File: src/common/divSqrt_cfg.svh
`ifndef DIVSQRT_CFG_SVH
`define DIVSQRT_CFG_SVH

////////////////////////////////////////
// Digit recurrence
////////////////////////////////////////

// Bits per digit, radix 2
`define LOGR 1
// Digits retired per cycle
`define DIVCOPIES 2
// Result bits per cycle
`define RK (`LOGR * `DIVCOPIES)

////////////////////////////////////////
// Formats
////////////////////////////////////////

// Fraction widths, single and half
`define NF_S 23
`define NF_H 10
// Exponent biases
`define BIAS_S 127
`define BIAS_H 15

// Cycle counter width
`define DURLEN 4
// Quotient or root register width
`define QBITS (`NF_S + 2 + `LOGR)
// Internal signed exponent width
`define EXPW 10

`endif

File: src/common/divSqrtPkg.sv
`default_nettype none

`include "divSqrt_cfg.svh"

package divSqrtPkg;

  // One 32-bit operand or result word
  // Decoded as single or as half depending on fmt
  typedef union packed {
    // Single layout
    struct packed {
      logic              sign;
      logic [7:0]        exp;
      logic [`NF_S-1:0]  frac;
    } single;
    // Half layout in the low 16 bits
    struct packed {
      // Zero for half results
      logic [15:0]       pad;
      logic              sign;
      logic [4:0]        exp;
      logic [`NF_H-1:0]  frac;
    } half;
  } fpWordT;

endpackage

`default_nettype wire

File: src/hw/expPath.sv
`timescale 1ns/100ps
`default_nettype none

`include "divSqrt_cfg.svh"

// Result exponent, worked out beside the digit recurrence
module expPath import divSqrtPkg::*; (
  input  logic                     clk,
  input  logic                     load,
  input  logic                     isSqrt,
  input  logic                     fmt,
  input  fpWordT                   opA,
  input  fpWordT                   opB,
  output logic                     sqrtOdd,
  output logic signed [`EXPW-1:0]  expOut
);

  localparam int EW = `EXPW;
  localparam logic signed [EW-1:0] BIAS_SE = EW'(`BIAS_S);
  localparam logic signed [EW-1:0] BIAS_HE = EW'(`BIAS_H);

  logic signed [EW-1:0] expA, expB, bias;
  // Unbiased A exponent, needed by sqrt
  logic signed [EW-1:0] unbA;
  logic signed [EW-1:0] divExp, sqrtExp;

  always_comb begin
    // Zero-extend the biased fields of the chosen view
    expA = fmt ? {{(EW-8){1'b0}}, opA.single.exp} : {{(EW-5){1'b0}}, opA.half.exp};
    expB = fmt ? {{(EW-8){1'b0}}, opB.single.exp} : {{(EW-5){1'b0}}, opB.half.exp};
    bias = fmt ? BIAS_SE : BIAS_HE;
    unbA = expA - bias;

    // Quotient exponent before normalization
    divExp = expA - expB + bias;
    // floor(e/2) also covers odd e, radicand gets doubled then
    sqrtExp = (unbA >>> 1) + bias;
  end

  // Odd unbiased exponent, iteration aligns the radicand in this cycle
  assign sqrtOdd = isSqrt & unbA[0];

  // Held from load until the next operation
  always_ff @(posedge clk) begin
    if (load) begin
      expOut <= isSqrt ? sqrtExp : divExp;
    end
  end

endmodule

`default_nettype wire

File: config.mk
export PLATFORM = sky130hd
export DESIGN_NAME = expPath
export DESIGN_NICKNAME = d
export VERILOG_FILES = /design/src/common/divSqrtPkg.sv /design/src/hw/expPath.sv
export VERILOG_INCLUDE_DIRS = /design/src /design/src/common
export SDC_FILE = /design/constraint.sdc
export NUM_CORES = 1
export LEC_CHECK = 0
export ABC_CLOCK_PERIOD_IN_PS = 10230
export BUFFER_PORTS_ARGS = -buffer_cell sky130_fd_sc_hd__buf_4
export CORE_AREA = 2 2 60 62
export DETAILED_ROUTE_END_ITERATION = 10
export DIE_AREA = 0 0 62 64
export GPL_ROUTABILITY_DRIVEN = 0
export PLACE_DENSITY = 0.82
export RECOVER_POWER = 100
export SKIP_CTS_REPAIR_TIMING = 1
export SYNTH_ARGS = -nofsm -noshare
export SYNTH_HDL_FRONTEND = slang
export SYNTH_SLANG_ARGS = --single-unit
File: constraint.sdc
create_clock -name clk -period 10.23 [get_ports clk]
set_clock_uncertainty 0.1 [all_clocks]
set_input_delay 2.046 -clock clk [delete_from_list [all_inputs] [get_ports clk]]
set_output_delay 2.046 -clock clk [all_outputs]
set_load 0.01 [all_outputs]
==> results.sh <==
export IMPL_status="finished with violations"
export IMPL_violations="max-capacitance violations"
export IMPL_nets=301
export IMPL_synth_cell_types=53
export IMPL_cts_buffer_depth=2
export IMPL_slew_violations=0
export IMPL_cts_max_level=1
export IMPL_hold_class="input port to flop"
export IMPL_async_flop_share=0
export IMPL_top_regs="expOut x10"
export IMPL_finalPower_uw=234
export IMPL_routed_via_density=5.52
export IMPL_cap_violations=1
export IMPL_remaining_drc_errors=0
export IMPL_p_int_uw=141
export IMPL_post_place_cells=256
export IMPL_critPathBufInv=2
export IMPL_hpwlAfterDp_um=2680
export IMPL_core_rowCount=21
export IMPL_grt_overflow_total=0
export IMPL_cp_start_kind="input port"
export IMPL_end_kind="flop"
export IMPL_cts_buffers=3
export IMPL_fmax_mhz=156
export IMPL_synth_area_leaders="edfxtp_1, ha_1, xnor2_1"
export IMPL_coreArea_um2=3280
export IMPL_p_leak_nw=0.846
export IMPL_synthFlopType="edfxtp_1"
export IMPL_first_pass_iters=4
export IMPL_fin_crit_sh=0.628
export IMPL_finalSetupViolCount=0
export IMPL_crit_path_top_delay_cell="clkbuf_1"
export IMPL_routedWlPerCell_um=12.4
export IMPL_routed_wl_um=3210
export IMPL_pwr_share_seq=0.259
export IMPL_synth_area_per_cell_um2=9.12
export IMPL_syn_area_um2=1590
export IMPL_yosysWarnings=0
export IMPL_final_cells=259
export IMPL_hold_violations=0
export IMPL_yosysTopAreaCell="edfxtp_1"
export IMPL_swShare=0.397
export IMPL_n_antenna_cell=0
export IMPL_cp_cell_sequence="clkbuf_1 > mux2i_1 > ha_1 > inv_1 > fa_1 > a211oi_1 > o21bai_1 > a21o_1 > xor2_1 > ha_1 > nand3_1 > a21oi_1 > a211oi_1 > o31a_1 > a21oi_1 > o31ai_1 > o21ai_0"
export IMPL_die_w_um=62
export IMPL_cts_tree="done"
export IMPL_slew_headroom=0.00627
export IMPL_worst_slew_pin_slew_ns=1.49
export IMPL_required_ns=10.13
export IMPL_vias=1429
export IMPL_arrival_ns=6.32
export IMPL_synth_top_area_share=0.189
export IMPL_ant_nets=0
export IMPL_combPwrFrac=0.637
export IMPL_rsz0062_at_grt="false"
export IMPL_critPathMaxStageDelay_ns=1.06
export IMPL_clkSinkCount=10
export IMPL_largest_register_ff_count=10
export IMPL_vdd_ir_drop_max_uv=48.4
export IMPL_crit_fanout=34
export IMPL_grt_antenna_before_repair=0
export IMPL_min_period_ns=6.42
export IMPL_regMostFlops="expOut"
export IMPL_syn2layout_area_growth_pct=19.2
export IMPL_powerDensity_nw_per_um2=124
export IMPL_drive_gt1_frac=0.216
export IMPL_grt_max_degree=35
export IMPL_synth_enable_flop_cells=10
export IMPL_io_buffers=40
export IMPL_clkTransAtPathRegs_ns=0.05
export IMPL_grt_pass1_wl_um=5490
export IMPL_cts_root_buf="clkbuf_4"
export IMPL_die_h_um=64
export IMPL_boundaryPins=79
export IMPL_die_area_um2=3970
export IMPL_first_global_vias=1383
export IMPL_initial_utilization=0.483
export IMPL_synth_nets=260
export IMPL_track_usage=0.175
export IMPL_drt_initial_drc_count=28
export IMPL_ys_seq_elements=10
export IMPL_syn_inst=174
export IMPL_p_switching_uw=93.1
export IMPL_clkPwrFrac=0.104
export IMPL_tns_ns=0
export IMPL_critPathTopFamily="compound AO/OA/AOI/OAI gates"
export IMPL_criticalPathCategory="input port to flop"
export IMPL_yosysSeqAreaShare=0.189
[worst paths after layout]
path	endpoint	startpoint	slack, ns	cells after the start
hold / removal	expOut[4]	isSqrt	2.12	2
setup / recovery	expOut[8]	fmt	3.81	17
[cell usage after synthesis (all sizes together), types with 2 or more instances]
| cell | number |
|---|---|
| o21a | 4 |
| a2111oi | 2 |
| a21oi | 12 |
| and2 | 4 |
| xor2 | 7 |
| nand2 | 15 |
| mux2 | 6 |
| a21o | 5 |
| and3 | 2 |
| inv | 8 |
| or3 | 2 |
| mux2i | 9 |
| nor2b | 2 |
| a31oi | 3 |
| nand3 | 5 |
| o21ai | 10 |
| nand4 | 2 |
| o21bai | 3 |
| nand2b | 3 |
| buf | 2 |
| xnor2 | 14 |
| clkbuf | 2 |
| nor2 | 7 |
| edfxtp | 10 |
| ha | 17 |
| a211oi | 4 |
[per-stage QoR]
stage	utilization	hold WS [ns]	worst slack, ns	instance area (µm²)
2_1_floorplan	-	2.06	4.63	1590
3_3_place_gp	0.585	2.25	4.41	1920
3_5_place_dp	0.585	2.25	4.41	1920
4_1_cts	0.592	1.98	4.67	1940
5_1_grt	0.576	2.14	3.46	1890
6_report	0.576	2.12	3.81	1890
[per-layer routing]
layer  GRT usage  wire, µm  vias to the layer above
met5           0         0                        -
met4      0.0559        17                        0
met3     0.00810       136                        4
met2       0.307      1580                       41
met1       0.219      1470                      648
li1            -         -                      736
[cells in the final DEF (no fill, tap or decap), drive strengths merged, types with 4 or more instances in the layout]
cell and count:
inv 8, o21a 4, a21oi 12, nand3 5
buf 28, o21ai 10, nand2 15, edfxtp 10
xnor2 14, ha 17, and2 4, nor2 7
a21o 5, clkbuf 15, mux2i 9, xor2 7
mux2 6, a211oi 4
[power by group through the flow]
stage | Combinational (mW) | Sequential (mW) | Clock, mW
after floorplan | 0.108 | 0.0674 | 0
after global placement | 0.153 | 0.0616 | 0
after detailed placement | 0.157 | 0.0619 | 0
after CTS | 0.158 | 0.0612 | 0.0255
after global routing | 0.167 | 0.0623 | 0.0264
final | 0.149 | 0.0608 | 0.0243
[kinds of logic after synthesis]
kind of cell	Yosys count	synth area share
buffers and inverters	12	0.0339
AOI/OAI and AO/OA	52	0.238
muxes	15	0.102
DFF	10	0.189
xor gates and xnor gates	21	0.137
adders and majority gates	18	0.147
and+or+nand+nor	46	0.153
[layout make-up]
class	instances	area, µm²
Sequential cell	10	300
Timing Repair Buffer	40	255
Fill cell	309	1390
Multi-Input combinational cell	152	1220
Inverter	8	30.0
Tap cell	46	57.6
Clock buffer	3	22.5
Power figures use the tool's default switching activity.
