`config.mk`:
```
export PLATFORM = sky130hd
export DESIGN_NAME = divSqrtCtrl
export DESIGN_NICKNAME = d
export VERILOG_FILES = /design/src/iter/divSqrtCtrl.sv
export VERILOG_INCLUDE_DIRS = /design/src /design/src/common
export SDC_FILE = /design/constraint.sdc
export NUM_CORES = 1
export LEC_CHECK = 0
export BUFFER_PORTS_ARGS = -buffer_cell sky130_fd_sc_hd__buf_2
export CORE_AREA = 5 5 42 44
export CTS_BUF_LIST = sky130_fd_sc_hd__clkbuf_4 sky130_fd_sc_hd__clkbuf_8
export CTS_CLUSTER_DIAMETER = 30
export DETAILED_ROUTE_END_ITERATION = 10
export DIE_AREA = 0 0 47 49
export PLACE_DENSITY_LB_ADDON = 0.1
export SYNTH_ARGS = -nofsm -noshare
export SYNTH_HDL_FRONTEND = slang
export SYNTH_SLANG_ARGS = --single-unit
```
`constraint.sdc`:
```
create_clock -name clk -period 2 [get_ports clk]
set_clock_uncertainty 0.05 [all_clocks]
set_input_delay 0.1 -clock clk [delete_from_list [all_inputs] [get_ports clk]]
set_output_delay 0.1 -clock clk [all_outputs]
set_load 0.01 [all_outputs]
```
`src/common/divSqrt_cfg.svh`:
```
`ifndef DIVSQRT_CFG_SVH
`define DIVSQRT_CFG_SVH

////////////////////////////////////////
// Digit recurrence
////////////////////////////////////////

// Bits per digit, radix 2
`define LOGR 1
// Digits retired per cycle
`define DIVCOPIES 2
// Result bits per cycle
`define RK (`LOGR * `DIVCOPIES)

////////////////////////////////////////
// Formats
////////////////////////////////////////

// Fraction widths, single and half
`define NF_S 23
`define NF_H 10
// Exponent biases
`define BIAS_S 127
`define BIAS_H 15

// Cycle counter width
`define DURLEN 4
// Quotient or root register width
`define QBITS (`NF_S + 2 + `LOGR)
// Internal signed exponent width
`define EXPW 10

`endif

```
`src/iter/divSqrtCtrl.sv`:
```
`timescale 1ns/100ps
`default_nettype none

`include "divSqrt_cfg.svh"

// Idle, busy and done sequencer for one operation in flight
module divSqrtCtrl (
  input  logic               clk,
  input  logic               rstN,
  input  logic               inValid,
  output logic               inReady,
  output logic               resValid,
  input  logic               resReady,
  input  logic [`DURLEN-1:0] cycles,
  output logic               load,
  output logic               step,
  output logic               finish
);

  localparam logic [1:0] IDLE = 2'd0;
  localparam logic [1:0] BUSY = 2'd1;
  localparam logic [1:0] DONE = 2'd2;

  logic [1:0]         state;
  // Steps still to run
  logic [`DURLEN-1:0] cnt;

  // Handshakes straight from the state
  assign inReady  = (state == IDLE);
  assign resValid = (state == DONE);
  assign load     = inValid & inReady;

  // Step while digits remain
  assign step   = (state == BUSY) && (cnt != '0);
  // Last busy cycle, digits complete, pack loads
  assign finish = (state == BUSY) && (cnt == '0);

  always_ff @(posedge clk) begin
    if (!rstN) begin
      state <= IDLE;
      cnt   <= '0;
    end else begin
      case (state)
        IDLE: begin
          if (load) begin
            state <= BUSY;
            cnt   <= cycles;
          end
        end
        BUSY: begin
          if (finish) begin
            state <= DONE;
          end else begin
            cnt <= cnt - 1'b1;
          end
        end
        // Hold under back-pressure
        DONE: begin
          if (resReady) begin
            state <= IDLE;
          end
        end
        default: state <= IDLE;
      endcase
    end
  end

endmodule

`default_nettype wire

```
==> results of run 1 <==
## area by class of cell
type	count	area share
tap	16	0.04000
inverter	3	0.02250
multi-input combinational	34	0.5325
timing repair buffer	12	0.1200
sequential	6	0.2400
clock buffer	3	0.04500
## cell usage in the layout (no fill, tap or decap), types with 2 or more instances in the layout
| master | n |
|---|---|
| buf_2 | 12 |
| clkbuf_4 | 3 |
| o211ai_1 | 2 |
| and2b_2 | 2 |
| nand2_1 | 2 |
| a21oi_1 | 4 |
| dfxtp_1 | 6 |
| inv_1 | 3 |
| nor2_1 | 4 |
| nor3b_1 | 3 |
| and2_1 | 3 |
## worst register-to-register path: cells and delay by family (launching register included)
| kind | cells | cell delay (ns) |
|---|---|---|
| AND/OR/NAND/NOR | 2 | 0.40 |
| flip-flops | 1 | 0.30 |
| adder cells (fa/ha/maj) | 1 | 0.27 |
| AO/OA/AOI/OAI | 1 | 0.25 |
| buffers and inverters | 1 | 0.10 |
## routing by layer
layer / GRT usage / vias to the layer above / routed length, µm
met5: 0 / - / 0
met4: 0.04147 / 0 / 0
met3: 0.02583 / 0 / 72
met2: 0.1109 / 13 / 360
met1: 0.1150 / 159 / 435
li1: - / 194 / -
## path summary, 6_finish.rpt
check	depth (start not counted)	slack [ns]	to	from
setup / recovery	5	0.47	finish	cnt[0]
hold / removal	2	0.09	state[1]	rstN
setup reg to reg	5	0.53	cnt[3]	cnt[0]
hold reg to reg	2	0.47	cnt[0]	cnt[0]
## stage by stage
stage               instance area [µm²]  worst slack (ns)
finish                            500.5            0.4683
CTS                               500.5            0.4583
floorplan                         402.9            0.6556
global route                      500.5            0.3630
detailed placement                478.0            0.5446
global placement                  478.0            0.5709
## report_power, final
part / total [mW] / switching, mW / internal, mW / leakage [nW]
logic: 0.211 / 0.103 / 0.108 / 0.152
clock network: 0.107 / 0.0396 / 0.0676 / 0.0138
registers: 0.172 / 0.0283 / 0.144 / 0.0496
total: 0.490 / 0.171 / 0.319 / 0.215
## kinds of logic after synthesis
group / Yosys count / share of synthesized area
flops: 6 / 0.2981
buf+inv: 4 / 0.04036
simple gates: 19 / 0.3509
fa+ha+maj: 1 / 0.03105
compound gates: 14 / 0.2795
## sequential cells by signal, indices dropped and copies added, names as in the netlist
register,cells
state,2
cnt,4
==> impl_metrics.py, run 1 <==
metrics = {
    "run_status": {
        "status": "finished clean",
    },
    "critical_path": {
        "path_buf_inv": 2,
        "cp.arrival_ns": 1.38,
        "crit_chain": "inv_1 > ha_1 > nand4bb_4 > nor2_1 > buf_2",
        "cp_data_required_time_ns": 1.85,
        "max_stage_delay_ns": 0.30,
        "crit_family": "simple AND/OR/NAND/NOR gates",
        "cp-start-kind": "flip-flop",
        "critPathKind": "flip-flop to output port",
        "critical-path-slowest-cell": "dfxtp_1",
        "setup.worst_path.end_class": "output port",
        "cp_max_fo": 7,
    },
    "yosys": {
        "synth.distinct_cells": 24,
        "async_flop_share": 0,
        "synth_warnings": 0,
        "synth_seq_area_share": 0.2981,
        "synth_top_area_cell": "dfxtp_1",
        "synthFlopType": "dfxtp_1",
        "synth.most_common_cell": "dfxtp_1",
        "syn_inst": 44,
        "synth.area.top_cells": "dfxtp_1 30%, nand4bb_4 6.8%, nor3b_1 5.6%",
        "synth_top_area_share": 0.2981,
        "netlist_top_cells_count": "6 x dfxtp_1, 4 x a21oi_1, 4 x nor2_1",
        "syn_nets": 53,
        "synth_seq_cells": 6,
        "synth_edf_count": 0,
        "avgSynthCellArea_um2": 9.157,
        "syn_area_um2": 402.9,
    },
    "pwr": {
        "power_mw": 0.4905,
        "p_per_area_nw_per_um2": 980.0,
        "peakVddDrop_mv": 0.4407,
        "leakage_nw": 0.2154,
    },
    "clock_tree": {
        "clock_sinks": 6,
        "clk_pin_slew_ns": 0.04,
        "htree_levels": 1,
        "clk_latency_ns": 0.24,
        "cts_tree": "yes",
        "hold_buffers": 0,
        "cts.path.max_buffers": 2,
        "cts_resized": 0,
        "cts_setup_buffers": 0,
        "cts_buffers": 3,
        "clock-root-buffer": "clkbuf_4",
    },
    "routing": {
        "final_antenna_net_count": 0,
        "wire_per_inst_um": 11.73,
        "drtPass1Iterations": 4,
        "routed_via_density": 4.946,
        "drc": 0,
        "first_iter_violations": 2,
        "routed_wl_um": 868,
        "num_vias": 366,
    },
    "layout": {
        "final_cells": 74,
        "n_fill_cell": 159,
        "diodes": 0,
        "fin_util": 0.3571,
        "regArea_um2": 120.1,
        "area_delta_synth_final_pct": 24.22,
        "multi_input_area_um2": 266.5,
        "nets": 69,
        "drive_above_1_share": 0.3793,
    },
    "sta": {
        "holdWs_ns": 0.08705,
        "setup_violations": 0,
        "fmax_ghz": 0.6529,
        "slew_headroom": 0.7686,
        "fin_crit_ns": 1.532,
        "tightest_slew_ns": 0.3467,
        "setup-tns-final_ns": 0,
        "maxSlewViolCount": 0,
        "rsz0062_at_grt": "no",
        "hold_viol": 0,
        "final.period_utilization": 0.7659,
    },
    "floorplan": {
        "die_x_um": 47,
        "design.die.area_um2": 2303,
        "initial_core_util": 0.2875,
        "core_um2": 1401,
        "die-height_um": 49,
        "ios": 13,
        "rows": 14,
    },
    "global_route": {
        "grt_pass1_wl_um": 1435,
        "antenna_found_initial": 0,
        "overflow": 0,
        "grt_util_all_layers": 0.08257,
        "grt_max_degree": 10,
        "grt_pass1_vias": 358,
    },
    "place": {
        "hpwl_um": 685.9,
        "dp_cells": 71,
        "port_buffers": 12,
        "routabilityCongestion": 0.7513,
    },
    "run": {
        "maxCapViolCount": 0,
    },
    "worst_hold_path": {
        "hold_class": "input pin to flip-flop",
    },
}
Power figures use the tool's default switching activity.
==> run 2, diff against run 1 <==
==> constraint.sdc (replaced) <==
create_clock -name clk -period 1.4 [get_ports clk]
set_clock_uncertainty 0.05 [all_clocks]
set_input_delay 0.07 -clock clk [delete_from_list [all_inputs] [get_ports clk]]
set_output_delay 0.07 -clock clk [all_outputs]
set_load 0.01 [all_outputs]
==> run 2 against run 1 <==
Against the previous run:
- clock-buffer cell count did not move
- critical path type unchanged
- critical path depth rose by 1
- flip-flop and latch count did not move
- die area did not move
- total power rose by 67%
- first-iteration DRC count rose to 4.5 times the previous value
- critical endpoint is now step
- global-route usage rose by 2.4 points
- setup slack got worse by 0.43 ns
- largest power group unchanged
- final cell count rose by 8.1%
- worst hold slack got worse by 0.044 ns
==> impl_metrics.py, run 2 (synthesis gave the netlist of run 1 again) <==
metrics = {
    "layout": {
        "n_fill_cell": 159,
        "drive_above_1_share": 0.5781,
        "layout_common_cells": "12 x buf_2, 5 x buf_4, 4 x a21oi_1, 4 x dfxtp_2",
        "area_delta_synth_final_pct": 42.55,
        "multi_input_area_um2": 286.5,
        "regArea_um2": 125.1,
        "final_area_um2": 574.3,
        "nets": 75,
        "regMostFlops": "cnt",
        "diodes": 0,
        "reg_top3": "cnt: 4 flops, state: 2 flops",
        "final_cells": 80,
        "final_common_cell": "buf_2",
        "largest_reg_flops": 4,
    },
    "pwr": {
        "power.internal_mw": 0.5332,
        "power.share.clock": 0.200,
        "p_seq_frac": 0.314,
        "p_sw_mw": 0.2839,
        "peakVddDrop_mv": 0.6095,
        "power_mw": 0.8171,
        "swShare": 0.3474,
        "p_per_area_nw_per_um2": 1423,
        "pwr-share-comb": 0.485,
        "leakage_nw": 0.2489,
    },
    "sta": {
        "tightest_slew_ns": 0.3013,
        "slew_headroom": 0.7976,
        "hold_viol": 0,
        "setup_violations": 0,
        "final.period_utilization": 0.9719,
        "fmax_ghz": 0.7349,
        "finalWorstSetupSlack_ns": 0.03936,
        "fin_crit_ns": 1.361,
        "maxSlewViolCount": 0,
    },
    "critical_path": {
        "cp-start-kind": "flip-flop",
        "timing.rr.start": "cnt[0]",
        "cp_max_fo": 3,
        "critPathKind": "flip-flop to output port",
        "r2r_setup_slack_ns": 0.10,
        "cp_data_required_time_ns": 1.28,
        "rr_endpoint": "cnt[3]",
        "cp.arrival_ns": 1.24,
        "setup.worst_path.end_class": "output port",
        "r2r_cells": 5,
    },
    "clock_tree": {
        "clk_latency_ns": 0.24,
        "cts_buffers": 3,
        "clock_sinks": 6,
        "hold_buffers": 0,
        "htree_levels": 1,
        "clk_pin_slew_ns": 0.05,
        "cts_tree": "yes",
        "cts.path.max_buffers": 2,
        "clock-root-buffer": "clkbuf_4",
    },
    "floorplan": {
        "design.die.area_um2": 2303,
        "rows": 14,
        "die_x_um": 47,
        "initial_core_util": 0.2875,
        "ios": 13,
        "die-height_um": 49,
        "core_um2": 1401,
    },
    "run_status": {
        "status": "finished clean",
    },
    "routing": {
        "wire_per_inst_um": 12.96,
        "final_antenna_net_count": 0,
        "routed_via_density": 4.925,
        "num_vias": 394,
        "routed_wl_um": 1037,
        "drc": 0,
        "first_iter_violations": 9,
        "drtPass1Iterations": 3,
    },
    "place": {
        "port_buffers": 12,
        "post_dp_cell_area_um2": 515.5,
        "routabilityCongestion": 0.7272,
        "dp_cells": 76,
        "hpwl_um": 800.3,
        "dpl_worst_slack_ns": 0.02870,
    },
    "worst_hold_path": {
        "holdPathEnd": "state[1]",
        "min_path_cells": 2,
        "hold_class": "input pin to flip-flop",
        "min-delay-start": "rstN",
    },
    "global_route": {
        "antenna_found_initial": 0,
        "grt_max_degree": 10,
        "grt_pass1_vias": 409,
        "grt_util_all_layers": 0.1066,
        "overflow": 0,
        "grt_pass1_wl_um": 1759,
    },
    "run": {
        "maxCapViolCount": 0,
    },
}
-- run 2: layout make-up --
type                            instances  area share
Multi-Input combinational cell         34      0.4989
Sequential cell                         6      0.2179
Timing Repair Buffer                   18      0.1895
Clock buffer                            3     0.03922
Tap cell                               16     0.03486
Inverter                                3     0.01961
-- run 2: power by group through the flow --
stage          clock [mW]  combinational [mW]  sequential [mW]
3_3_place_gp            0               0.360            0.254
3_5_place_dp            0               0.352            0.252
2_1_floorplan           0               0.239            0.234
5_1_grt             0.180               0.435            0.266
6_report            0.164               0.397            0.257
4_1_cts             0.170               0.379            0.256
-- run 2: repair_timing --
item,CTS,global route
resized for setup,8,3
hold endpoints to repair,0,0
setup endpoints to repair,2,4
pin swaps,1,1
buffers inserted,0,1
-- run 2: stage by stage --
| stage | hold WS (ns) | utilization | setup TNS [ns] |
|---|---|---|---|
| 6_report | 0.04278 | 0.4098 | 0 |
| 5_1_grt | 0.04975 | 0.4098 | -0.02924 |
| 4_1_cts | 0.04470 | 0.3991 | 0 |
| 3_5_place_dp | 0.3031 | 0.3679 | 0 |
| 3_3_place_gp | 0.3019 | 0.3679 | 0 |
| 2_1_floorplan | 0.1375 | - | 0 |
-- run 2: metal layers --
metal,GRT usage,share of wire,up-vias
met1,0.1394,0.48,177
met5,0,0,-
met4,0.05530,0.0087,0
met3,0.03690,0.070,2
met2,0.1493,0.44,11
li1,-,-,204
-- run 2: critical path: stages, from the launching register on --
cell	delay (ns)
dfxtp_2	0.33
inv_2	0.05
ha_4	0.17
buf_6	0.11
nor3b_2	0.14
nor2_1	0.08
buf_2	0.13
-- run 2: how the worst max path moves through the flow --
stage	slack (ns)	cells after the start	end	startpoint
final	0.04	6	step	cnt[0]
after global routing	-0.03	6	step	cnt[0]
after CTS	0.001	6	step	cnt[0]
after detailed placement	0.03	5	cnt[3]	cnt[0]
after global placement	0.04	3	cnt[0]	state[0]
after floorplan	0.06	5	cnt[3]	cnt[0]
