--- config.mk ---
export PLATFORM = sky130hd
export DESIGN_NAME = resultPack
export DESIGN_NICKNAME = d
export VERILOG_FILES = /design/src/common/divSqrtPkg.sv /design/src/hw/resultPack.sv
export VERILOG_INCLUDE_DIRS = /design/src /design/src/common
export SDC_FILE = /design/constraint.sdc
export NUM_CORES = 1
export LEC_CHECK = 0
export ABC_CLOCK_PERIOD_IN_PS = 2940
export BUFFER_PORTS_ARGS = -buffer_cell sky130_fd_sc_hd__buf_2
export CAP_MARGIN = 20
export CORE_MARGIN = 2
export CORE_UTILIZATION = 40
export CTS_BUF_LIST = sky130_fd_sc_hd__clkbuf_16
export CTS_CLUSTER_DIAMETER = 200
export DETAILED_ROUTE_END_ITERATION = 10
export GPL_TIMING_DRIVEN = 0
export HOLD_SLACK_MARGIN = 0.02
export PLACE_DENSITY = 0.67
export SLEW_MARGIN = 20
export SYNTH_ARGS = -nofsm -noshare
export SYNTH_HDL_FRONTEND = slang
export SYNTH_SLANG_ARGS = --single-unit
--- constraint.sdc ---
create_clock -name clk -period 2.94 [get_ports clk]
set_input_delay 0.147 -clock clk [delete_from_list [all_inputs] [get_ports clk]]
set_output_delay 0.147 -clock clk [all_outputs]
set_load 0.005 [all_outputs]
--- src/common/divSqrt_cfg.svh ---
`ifndef DIVSQRT_CFG_SVH
`define DIVSQRT_CFG_SVH

////////////////////////////////////////
// Digit recurrence
////////////////////////////////////////

// Bits per digit, radix 2
`define LOGR 1
// Digits retired per cycle
`define DIVCOPIES 2
// Result bits per cycle
`define RK (`LOGR * `DIVCOPIES)

////////////////////////////////////////
// Formats
////////////////////////////////////////

// Fraction widths, single and half
`define NF_S 23
`define NF_H 10
// Exponent biases
`define BIAS_S 127
`define BIAS_H 15

// Cycle counter width
`define DURLEN 4
// Quotient or root register width
`define QBITS (`NF_S + 2 + `LOGR)
// Internal signed exponent width
`define EXPW 10

`endif

--- src/common/divSqrtPkg.sv ---
`default_nettype none

`include "divSqrt_cfg.svh"

package divSqrtPkg;

  // One 32-bit operand or result word
  // Decoded as single or as half depending on fmt
  typedef union packed {
    // Single layout
    struct packed {
      logic              sign;
      logic [7:0]        exp;
      logic [`NF_S-1:0]  frac;
    } single;
    // Half layout in the low 16 bits
    struct packed {
      // Zero for half results
      logic [15:0]       pad;
      logic              sign;
      logic [4:0]        exp;
      logic [`NF_H-1:0]  frac;
    } half;
  } fpWordT;

endpackage

`default_nettype wire

--- src/hw/resultPack.sv ---
`timescale 1ns/100ps
`default_nettype none

`include "divSqrt_cfg.svh"

// Joins digits and exponent into the result word
module resultPack import divSqrtPkg::*; (
  input  logic                     clk,
  input  logic                     rstN,
  input  logic                     finish,
  input  logic                     fmtHeld,
  input  logic                     isSqrtHeld,
  input  logic [`QBITS-1:0]        qBits,
  input  logic signed [`EXPW-1:0]  expIn,
  output fpWordT                   result
);

  // Digits produced per operation, RK times the cycle count
  localparam int SDIV  = `RK * ((`NF_S + 2 + `LOGR - 1) / `RK + 1);
  localparam int SSQRT = `RK * ((`NF_S + 2 - 1) / `RK + 1);
  localparam int HDIV  = `RK * ((`NF_H + 2 + `LOGR - 1) / `RK + 1);
  localparam int HSQRT = `RK * ((`NF_H + 2 - 1) / `RK + 1);
  localparam int SHW   = $clog2(`QBITS);

  logic [SHW-1:0]          shAmt;
  logic [`QBITS-1:0]       aligned, norm;
  logic signed [`EXPW-1:0] expAdj;
  fpWordT                  word;

  always_comb begin
    // Left-align so the integer digit lands at the top bit
    case ({fmtHeld, isSqrtHeld})
      2'b11:   shAmt = SHW'(`QBITS - SSQRT);
      2'b10:   shAmt = SHW'(`QBITS - SDIV);
      2'b01:   shAmt = SHW'(`QBITS - HSQRT);
      default: shAmt = SHW'(`QBITS - HDIV);
    endcase
    aligned = qBits << shAmt;

    // Quotient below one needs one more place
    norm   = aligned;
    expAdj = expIn;
    if (!isSqrtHeld && !aligned[`QBITS-1]) begin
      norm   = aligned << 1;
      expAdj = expIn - 1'b1;
    end

    // Truncate below the last fraction bit
    // Sign stays zero, operands are positive
    word = '0;
    if (fmtHeld) begin
      word.single.exp  = expAdj[7:0];
      word.single.frac = norm[`QBITS-2 -: `NF_S];
    end else begin
      word.half.exp  = expAdj[4:0];
      word.half.frac = norm[`QBITS-2 -: `NF_H];
    end
  end

  // Stays put while the result waits to be taken
  always_ff @(posedge clk) begin
    if (!rstN) begin
      result <= '0;
    end else if (finish) begin
      result <= word;
    end
  end

endmodule

`default_nettype wire

==> impl_metrics.ini, run 1 <==
[power_and_ir_drop]
ir_drop_v = 0.000327
p_per_area_nw_per_um2 = 483
total_leakage_power_uw = 0.00107

[floorplan]
die_y_microns = 73.0
core.rowCount = 25
die_area_sq_um = 5340
io_pins = 73
core_area_sq_um = 4660
start_util_pct = 40.9
die_x_microns = 73.0

[global_routing]
grt_pass1_wl_mm = 8.80
grt_max_degree = 11
antenna_found_initial = 0
grt_util_all_layers_pct = 21.3
grt_overflow = 0
grt_pass1_vias = 1798

[cts]
numCtsBuffers = 5
insertion_delay_ns = 0.27
clkTransAtPathRegs_ns = 0.05
cts.sinks = 31
postCtsResizedCells = 0
htreeDepth = 2
hold_buffers = 0
cts_tree = yes
post-cts-setup-buffers = 0
root_buffer = clkbuf_16
clock_path_buffers = 2

[setup_path]
crit_path_max_fanout = 10
slowest_stage = clkbuf_1
crit_path_end_kind = flop
cp.arrival_ns = 1.64
path_cells = buf_2 > clkbuf_1 > clkbuf_1 > o311ai_0 > o311ai_0 > a21oi_1
cp-start-kind = input port
cpPeakStageDelay_ns = 0.45
setup.worst_path.class = in -> reg
cp_data_required_time_ns = 3.08

[final_layout]
diodes = 0
largest_register = result
layout-drive-gt1-share_pct = 28.9
final_util_pct = 52.6
largest_register_ffs = 31
syn_to_final_growth_pct = 28.5
fin_area_sq_um = 2450
nFillCells = 463
reg_top3 = result: 31 flops
finalNetCount = 349
layout.cells.non_filler = 362

[sta]
setup_viol = 0
drv_slew = 0
post-route-period-util_pct = 51.0
skew_ns = 0
maxSlewHeadroom_pct = 60.8
rsz0062_at_grt = no
tns_ns = 0
period_needed_ns = 1.50
timing.fmax_mhz = 667
finalHoldViolations = 0
tightest_slew_ns = 0.585

[flow_run]
maxCapViolCount = 0

[synth]
ys_seq_area_share_pct = 32.5
synth-main-ff-cell = dfxtp_1
synth.avg_cell_area_sq_um = 8.18
syn_inst = 233
async_flop_share_pct = 0
netlist_area_sq_um = 1910
yosysWarnings = 0
synth_cell_types = 43
syn_nets = 275
synth-edff-count = 0
synth-seq-cells = 31

[place]
portBuffers = 67
dp_cells = 354
dp_hpwl_mm = 3.94
dpl_cell_area_sq_um = 2310
gp_congestion = 0.796

[worst_hold_path]
hold_class = in -> reg

[detailed_routing]
drc = 0
post_drt_wl_per_cell_microns = 15.1
ant_nets = 0
drtIter0Drc = 143
first_pass_iters = 4
drt-total-wl_mm = 5.47
vias = 2020
via_per_inst = 5.58

[outcome]
status = finished clean
==> area by class of cell <==
class / instances / area (sq um) / area share (%)
Multi-Input combinational cell: 174 / 1170 / 47.6
Clock buffer: 5 / 125 / 5.11
Inverter: 8 / 30.0 / 1.23
Sequential cell: 31 / 621 / 25.3
Tap cell: 54 / 67.6 / 2.76
Clock inverter: 3 / 15.0 / 0.613
Timing Repair Buffer: 67 / 335 / 13.7
Buffer: 20 / 90.1 / 3.68
==> through the flow <==
stage | power, uW | setup WS [ns] | hold WS, ns
final | 1180 | 1.44 | 0.157
after global routing | 1230 | 1.27 | 0.201
after CTS | 1190 | 1.50 | 0.161
after detailed placement | 697 | 1.21 | 0.439
after global placement | 694 | 1.27 | 0.426
after floorplan | 601 | 1.49 | 0.329
==> synthesized netlist by cell type, types with 2 or more instances <==
cell type / number / area (sq um)
inv_1: 8 / 30.0
or4_1: 2 / 15.0
buf_2: 3 / 15.0
a32o_1: 2 / 20.0
nor2_1: 8 / 30.0
nor3_1: 8 / 40.0
nand3b_1: 5 / 37.5
nand3_1: 4 / 20.0
a211oi_1: 6 / 45.0
a21oi_1: 14 / 70.1
dfxtp_1: 31 / 621
a31oi_1: 2 / 12.5
clkbuf_1: 13 / 48.8
nand2_1: 19 / 71.3
xnor2_1: 7 / 61.3
nor3b_1: 2 / 15.0
o311ai_0: 2 / 17.5
a211o_1: 2 / 17.5
mux2i_1: 21 / 210
nor2b_1: 7 / 43.8
nor4_1: 3 / 18.8
nor4b_1: 2 / 17.5
o21ai_0: 25 / 125
o221ai_1: 3 / 26.3
or2_2: 2 / 12.5
o22ai_1: 4 / 25.0
and2_1: 5 / 31.3
buf_1: 2 / 7.51
mux2_2: 7 / 78.8
==> path summary, 6_finish.rpt <==
check	from	end	slack [ns]	cells past startpoint
max	fmtHeld	result[1]	1.44	6
min	qBits[24]	result[22]	0.16	3
max reg2reg	result[10]	result[10]	2.10	2
min reg2reg	result[28]	result[28]	0.44	2
==> critical path, delay by kind of cell <==
kind	cells	cell delay [ns]
buffers and inverters	3	0.94
AOI/OAI and AO/OA	3	0.54
==> cells by family (layout without fill, tap and decap cells) <==
family,Yosys count,after routing,synth area share [%]
XOR/XNOR,7,7,3.22
flip-flops,31,31,32.5
AND/OR/NAND/NOR,71,71,19.9
buffers and inverters,28,103,6.30
other,1,1,0.197
AO/OA/AOI/OAI,65,65,21.2
multiplexers,29,29,15.9
adder cells (fa/ha/maj),1,1,0.656
==> layout by cell type (no fill, tap or decap), types with 3 or more instances in the layout <==
cell type,netlist,final
nor2b_1,7,7
dfxtp_1,31,31
inv_1,8,8
nor3_1,8,8
nor2_1,8,8
a211oi_1,6,6
xnor2_1,7,7
buf_2,3,70
o22ai_1,4,4
nand2_1,19,19
mux2i_1,21,21
and2_1,5,5
mux2_2,7,7
a21oi_1,14,14
o21ai_0,25,25
nand3_1,4,4
clkbuf_16,0,5
clkbuf_1,13,13
nand3b_1,5,5
o221ai_1,3,3
nor4_1,3,3
==> power breakdown <==
part / internal [uW] / switching (uW) / total [uW]
Combinational: 106 / 128 / 234
Sequential: 447 / 11.8 / 458
Clock: 307 / 183 / 490
Total: 859 / 323 / 1180
==> metal layers <==
| layer | up-vias | share of wire, % | global-route usage, % |
|---|---|---|---|
| met5 | - | 0 | 0 |
| met4 | 0 | 0.77 | 4.94 |
| met1 | 933 | 48 | 29.1 |
| met3 | 6 | 6.8 | 4.97 |
| met2 | 82 | 45 | 33.9 |
| li1 | 999 | - | - |
Power figures use the tool's default switching activity.
==> run 2: changes to the inputs <==
--- a/config.mk
+++ b/config.mk
@@ -6,7 +6,7 @@
 export SDC_FILE = /design/constraint.sdc
 export NUM_CORES = 1
 export LEC_CHECK = 0
-export ABC_CLOCK_PERIOD_IN_PS = 2940
+export ABC_CLOCK_PERIOD_IN_PS = 1500
 export BUFFER_PORTS_ARGS = -buffer_cell sky130_fd_sc_hd__buf_2
 export CAP_MARGIN = 20
 export CORE_MARGIN = 2
==> constraint.sdc (replaced) <==
create_clock -name clk -period 1.5 [get_ports clk]
set_input_delay 0.075 -clock clk [delete_from_list [all_inputs] [get_ports clk]]
set_output_delay 0.075 -clock clk [all_outputs]
set_load 0.005 [all_outputs]
==> run 2 against run 1 <==
Hold slack worse by 0.072 ns; sequential power is 96% higher; combinational power is 95% higher; routed wire length hardly changed; core utilization is 0.054 points higher; final area is 0.10% higher; register-to-register slack worse by 1.4 ns; cell count stayed put; clock power is 96% higher; clock skew stayed put; critical path type unchanged.
==> impl_metrics.ini, run 2 (synthesis gave the netlist of run 1 again) <==
[cts]
postCtsResizedCells = 0
root_buffer = clkbuf_16
cts.sinks = 31
numCtsBuffers = 5
insertion_delay_ns = 0.27
htreeDepth = 2
clock_path_buffers = 2
cts_tree = yes
clkTransAtPathRegs_ns = 0.05
post-cts-setup-buffers = 0
hold_buffers = 0

[global_routing]
grt_util_all_layers_pct = 21.3
grt_pass1_wl_mm = 8.80
grt_overflow = 0
grt_max_degree = 11
antenna_found_initial = 0
grt_pass1_vias = 1798

[detailed_routing]
drtIter0Drc = 143
first_pass_iters = 4
ant_nets = 0
vias = 2019
drc = 0
via_per_inst = 5.58
post_drt_wl_per_cell_microns = 15.1
drt-total-wl_mm = 5.47

[worst_hold_path]
hold_class = in -> reg
min_to = result[22]
hp-start = qBits[24]
worstHoldPathCells = 3

[final_layout]
regArea_sq_um = 621
reg_top3 = result: 31 flops
diodes = 0
layout.cells.non_filler = 362
fin_area_sq_um = 2450
layout_commonest_cell = buf_2
largest_register_ffs = 31
nFillCells = 462
final_cell_mix = 70 x buf_2, 31 x dfxtp_1, 25 x o21ai_0, 21 x mux2i_1, 19 x nand2_1
finalNetCount = 349
syn_to_final_growth_pct = 28.6
multi_input_area_sq_um = 1170
layout-drive-gt1-share_pct = 29.5
largest_register = result

[sta]
maxSlewHeadroom_pct = 62.5
drv_slew = 0
tightest_slew_ns = 0.561
period_needed_ns = 1.35
skew_ns = 0
timing.fmax_mhz = 742
finalHoldViolations = 0
rsz0062_at_grt = no
post-route-period-util_pct = 89.9
tns_ns = 0
timing.hold.ws_ns = 0.0851
setup_viol = 0

[power_and_ir_drop]
total_leakage_power_uw = 0.00108
intPower_uw = 1690
p_seq_share_pct = 38.8
swShare_pct = 27.3
total_power_uw = 2320
p_per_area_nw_per_um2 = 945
switchingPower_uw = 632
ir_drop_v = 0.000643
pwr-share-clk_pct = 41.5
comb_power_share_pct = 19.7

[place]
dp_hpwl_mm = 3.94
dpl_cell_area_sq_um = 2310
gp_congestion = 0.796
portBuffers = 67
dp_cells = 354

[setup_path]
crit_path_end_kind = flop
ff2ff_setup_slack_ns = 0.66
cp.arrival_ns = 1.54
cp-start-kind = input port
setup.worst_path.class = in -> reg
r2r_start = result[10]
r2r_cells = 2
cp_data_required_time_ns = 1.70
crit_path_max_fanout = 3
r2r_end = result[10]

[floorplan]
core_area_sq_um = 4660
core.rowCount = 25
die_y_microns = 73.0
start_util_pct = 40.9
die_x_microns = 73.0
io_pins = 73
die_area_sq_um = 5340

[flow_run]
maxCapViolCount = 0

[outcome]
status = finished clean
[run 2: cell counts in the layout (fill, tap and decap cells not counted)]
No cell type changed its count.
[run 2: layout make-up]
cell class | instances | area share [%]
clock inverter | 3 | 0.612
inverter | 8 | 1.22
clock buffer | 5 | 5.10
buffer | 20 | 3.78
sequential | 31 | 25.3
timing repair buffer | 67 | 13.7
tap | 54 | 2.76
multi-input combinational | 174 | 47.6
[run 2: power by group through the flow]
stage	logic, uW	registers, uW	clock network, uW
2_1_floorplan	258	920	0
3_3_place_gp	446	914	0
3_5_place_dp	450	915	0
4_1_cts	455	898	970
5_1_grt	507	904	1010
6_report	457	899	962
[run 2: critical path, stage by stage]
cell      delay, ns
buf_2          0.12
inv_1          0.09
ha_1           0.19
inv_1          0.08
nor4b_1        0.50
mux2_2         0.40
o211ai_1       0.09
[run 2: routing by layer]
| metal | global-route usage [%] | wire length [microns] | part of all wire, % | vias to the layer above |
|---|---|---|---|---|
| met1 | 29.1 | 2550 | 47 | 920 |
| li1 | - | - | - | 1003 |
| met2 | 33.9 | 2450 | 45 | 88 |
| met3 | 4.97 | 395 | 7.2 | 8 |
| met5 | 0 | 0 | 0 | - |
| met4 | 4.94 | 75 | 1.4 | 0 |
[run 2: worst max-delay path by stage]
stage                     cells after the start  startpoint         end
after global routing                          7    expIn[0]  result[14]
after global placement                        7    expIn[0]  result[14]
after detailed placement                      6     fmtHeld   result[1]
after floorplan                               5     fmtHeld  result[11]
after CTS                                     6     fmtHeld   result[1]
final                                         7    expIn[0]  result[14]
[run 2: metrics by stage]
step | utilization (%) | worst slack [ns]
3_5_place_dp | 49.6 | -0.154
3_3_place_gp | 49.6 | -0.103
4_1_cts | 52.6 | 0.128
5_1_grt | 52.6 | 0.0386
6_report | 52.6 | 0.152
2_1_floorplan | - | 0.126
==> run 3: changes to the inputs <==
--- a/config.mk
+++ b/config.mk
@@ -9,14 +9,17 @@
 export ABC_CLOCK_PERIOD_IN_PS = 1500
 export BUFFER_PORTS_ARGS = -buffer_cell sky130_fd_sc_hd__buf_2
 export CAP_MARGIN = 20
+export CELL_PAD_IN_SITES_DETAIL_PLACEMENT = 0
+export CELL_PAD_IN_SITES_GLOBAL_PLACEMENT = 1
+export CORE_ASPECT_RATIO = 0.7
 export CORE_MARGIN = 2
-export CORE_UTILIZATION = 40
+export CORE_UTILIZATION = 35
 export CTS_BUF_LIST = sky130_fd_sc_hd__clkbuf_16
 export CTS_CLUSTER_DIAMETER = 200
 export DETAILED_ROUTE_END_ITERATION = 10
 export GPL_TIMING_DRIVEN = 0
 export HOLD_SLACK_MARGIN = 0.02
-export PLACE_DENSITY = 0.67
+export PLACE_DENSITY_LB_ADDON = 0.1
 export SLEW_MARGIN = 20
 export SYNTH_ARGS = -nofsm -noshare
 export SYNTH_HDL_FRONTEND = slang
==> run 3 against run 2 <==
Core utilization down 5.0 points; register-to-register slack about the same; count of clock-buffer cells in the layout unchanged; first-iteration DRC count down 34%; clock power up 23%; global-route usage up 0.62 points; power up 10%.
==> impl_metrics.ini, run 3 (synthesis gave the netlist of run 1 again) <==
[outcome]
status = finished clean

[final_layout]
layout-drive-gt1-share_pct = 30.2
nFillCells = 543
syn_to_final_growth_pct = 31.4
layout_commonest_cell = buf_2
diodes = 0
finalNetCount = 349
largest_register_ffs = 31
layout.cells.non_filler = 380
reg_top3 = result: 31 flops
final_cell_mix = 70 x buf_2, 31 x dfxtp_1, 25 x o21ai_0, 21 x mux2i_1, 19 x nand2_1
largest_register = result

[sta]
post-route-period-util_pct = 92.7
finalHoldViolations = 0
worst_slack_ns = 0.109
rsz0062_at_grt = no
maxSlewHeadroom_pct = 57.5
drv_slew = 0
timing.fmax_mhz = 719
period_needed_ns = 1.39
tightest_slew_ns = 0.627
skew_ns = 0
setup_viol = 0
tns_ns = 0

[setup_path]
cp.arrival_ns = 1.60
crit_path_end_kind = flop
crit_path_max_fanout = 9
r2r_cells = 2
r2r_start = result[10]
cp_data_required_time_ns = 1.71
cp-start-kind = input port
crit_start = fmtHeld
r2r_end = result[10]
ff2ff_setup_slack_ns = 0.66
setup.worst_path.class = in -> reg

[floorplan]
die_x_microns = 92.2
die_area_sq_um = 6060
io_pins = 73
core_area_sq_um = 5260
die_y_microns = 65.8
core.rowCount = 22
start_util_pct = 36.3

[detailed_routing]
ant_nets = 0
vias = 2006
drtIter0Drc = 95
drc = 0
drt-total-wl_mm = 6.28
post_drt_wl_per_cell_microns = 16.5
via_per_inst = 5.28
first_pass_iters = 4

[power_and_ir_drop]
swShare_pct = 26.8
total_power_uw = 2550
switchingPower_uw = 683
pwr-share-clk_pct = 46.1
p_per_area_nw_per_um2 = 1020
comb_power_share_pct = 18.7
p_seq_share_pct = 35.2
ir_drop_v = 0.000443
total_leakage_power_uw = 0.00110
intPower_uw = 1870

[place]
dp_hpwl_mm = 4.55
preCtsSetupSlack_ns = -0.327
dp_cells = 372
gp_congestion = 0.823
portBuffers = 67

[worst_hold_path]
hold_class = in -> reg
hp-start = qBits[24]
min_to = result[22]
worstHoldPathCells = 3

[cts]
cts_tree = yes
cts.sinks = 31
clkTransAtPathRegs_ns = 0.06
numCtsBuffers = 5
postCtsResizedCells = 1
root_buffer = clkbuf_16
post-cts-setup-buffers = 0
htreeDepth = 2
clock_path_buffers = 2
insertion_delay_ns = 0.28
hold_buffers = 0

[global_routing]
grt_util_all_layers_pct = 21.9
grt_pass1_wl_mm = 10.1
grt_max_degree = 12
grt_pass1_vias = 1882
antenna_found_initial = 0
grt_overflow = 0

[flow_run]
maxCapViolCount = 0
-- run 3: cell type report --
cell class	count	area [sq um]	area share, %
well taps	72	90.1	3.60
plain buffers	20	91.3	3.65
flip-flops and latches	31	621	24.8
repair buffers	67	335	13.4
clock buffers	5	125	5.00
clock inverters	3	43.8	1.75
multi-input cells	174	1170	46.7
inverters	8	30.0	1.20
-- run 3: power groups by stage --
stage | logic, uW | clock network [uW] | registers [uW]
2_1_floorplan | 258 | 0 | 920
3_3_place_gp | 469 | 0 | 915
3_5_place_dp | 466 | 0 | 915
4_1_cts | 471 | 1190 | 898
5_1_grt | 526 | 1230 | 903
6_report | 476 | 1180 | 898
-- run 3: worst max-delay path by stage --
| stage | slack [ns] | cells after the start | endpoint |
|---|---|---|---|
| after global placement | -0.38 | 6 | result[1] |
| after detailed placement | -0.33 | 6 | result[1] |
| after global routing | 0.03 | 6 | result[19] |
| final | 0.11 | 5 | result[1] |
| after CTS | 0.02 | 5 | result[1] |
| after floorplan | 0.13 | 5 | result[11] |
-- run 3: per-layer routing --
layer / global-route usage, % / part of all wire [%] / vias up
li1: - / - / 1005
met1: 33.1 / 52 / 918
met2: 30.1 / 39 / 77
met3: 5.28 / 7.6 / 6
met4: 7.09 / 1.3 / 0
met5: 0 / 0 / -
-- run 3: metrics by stage --
stage	utilization (%)	hold WS, ns	cell area [sq um]
2_1_floorplan	-	0.257	1910
3_3_place_gp	44.4	0.362	2330
3_5_place_dp	44.4	0.377	2330
4_1_cts	47.6	0.0773	2500
5_1_grt	47.6	0.126	2500
6_report	47.6	0.0796	2500
-- run 3: critical path, cell delays in order --
cell	delay, ns
buf_2	0.13
mux2_4	0.37
nor2_1	0.50
o311ai_1	0.31
a21oi_1	0.20
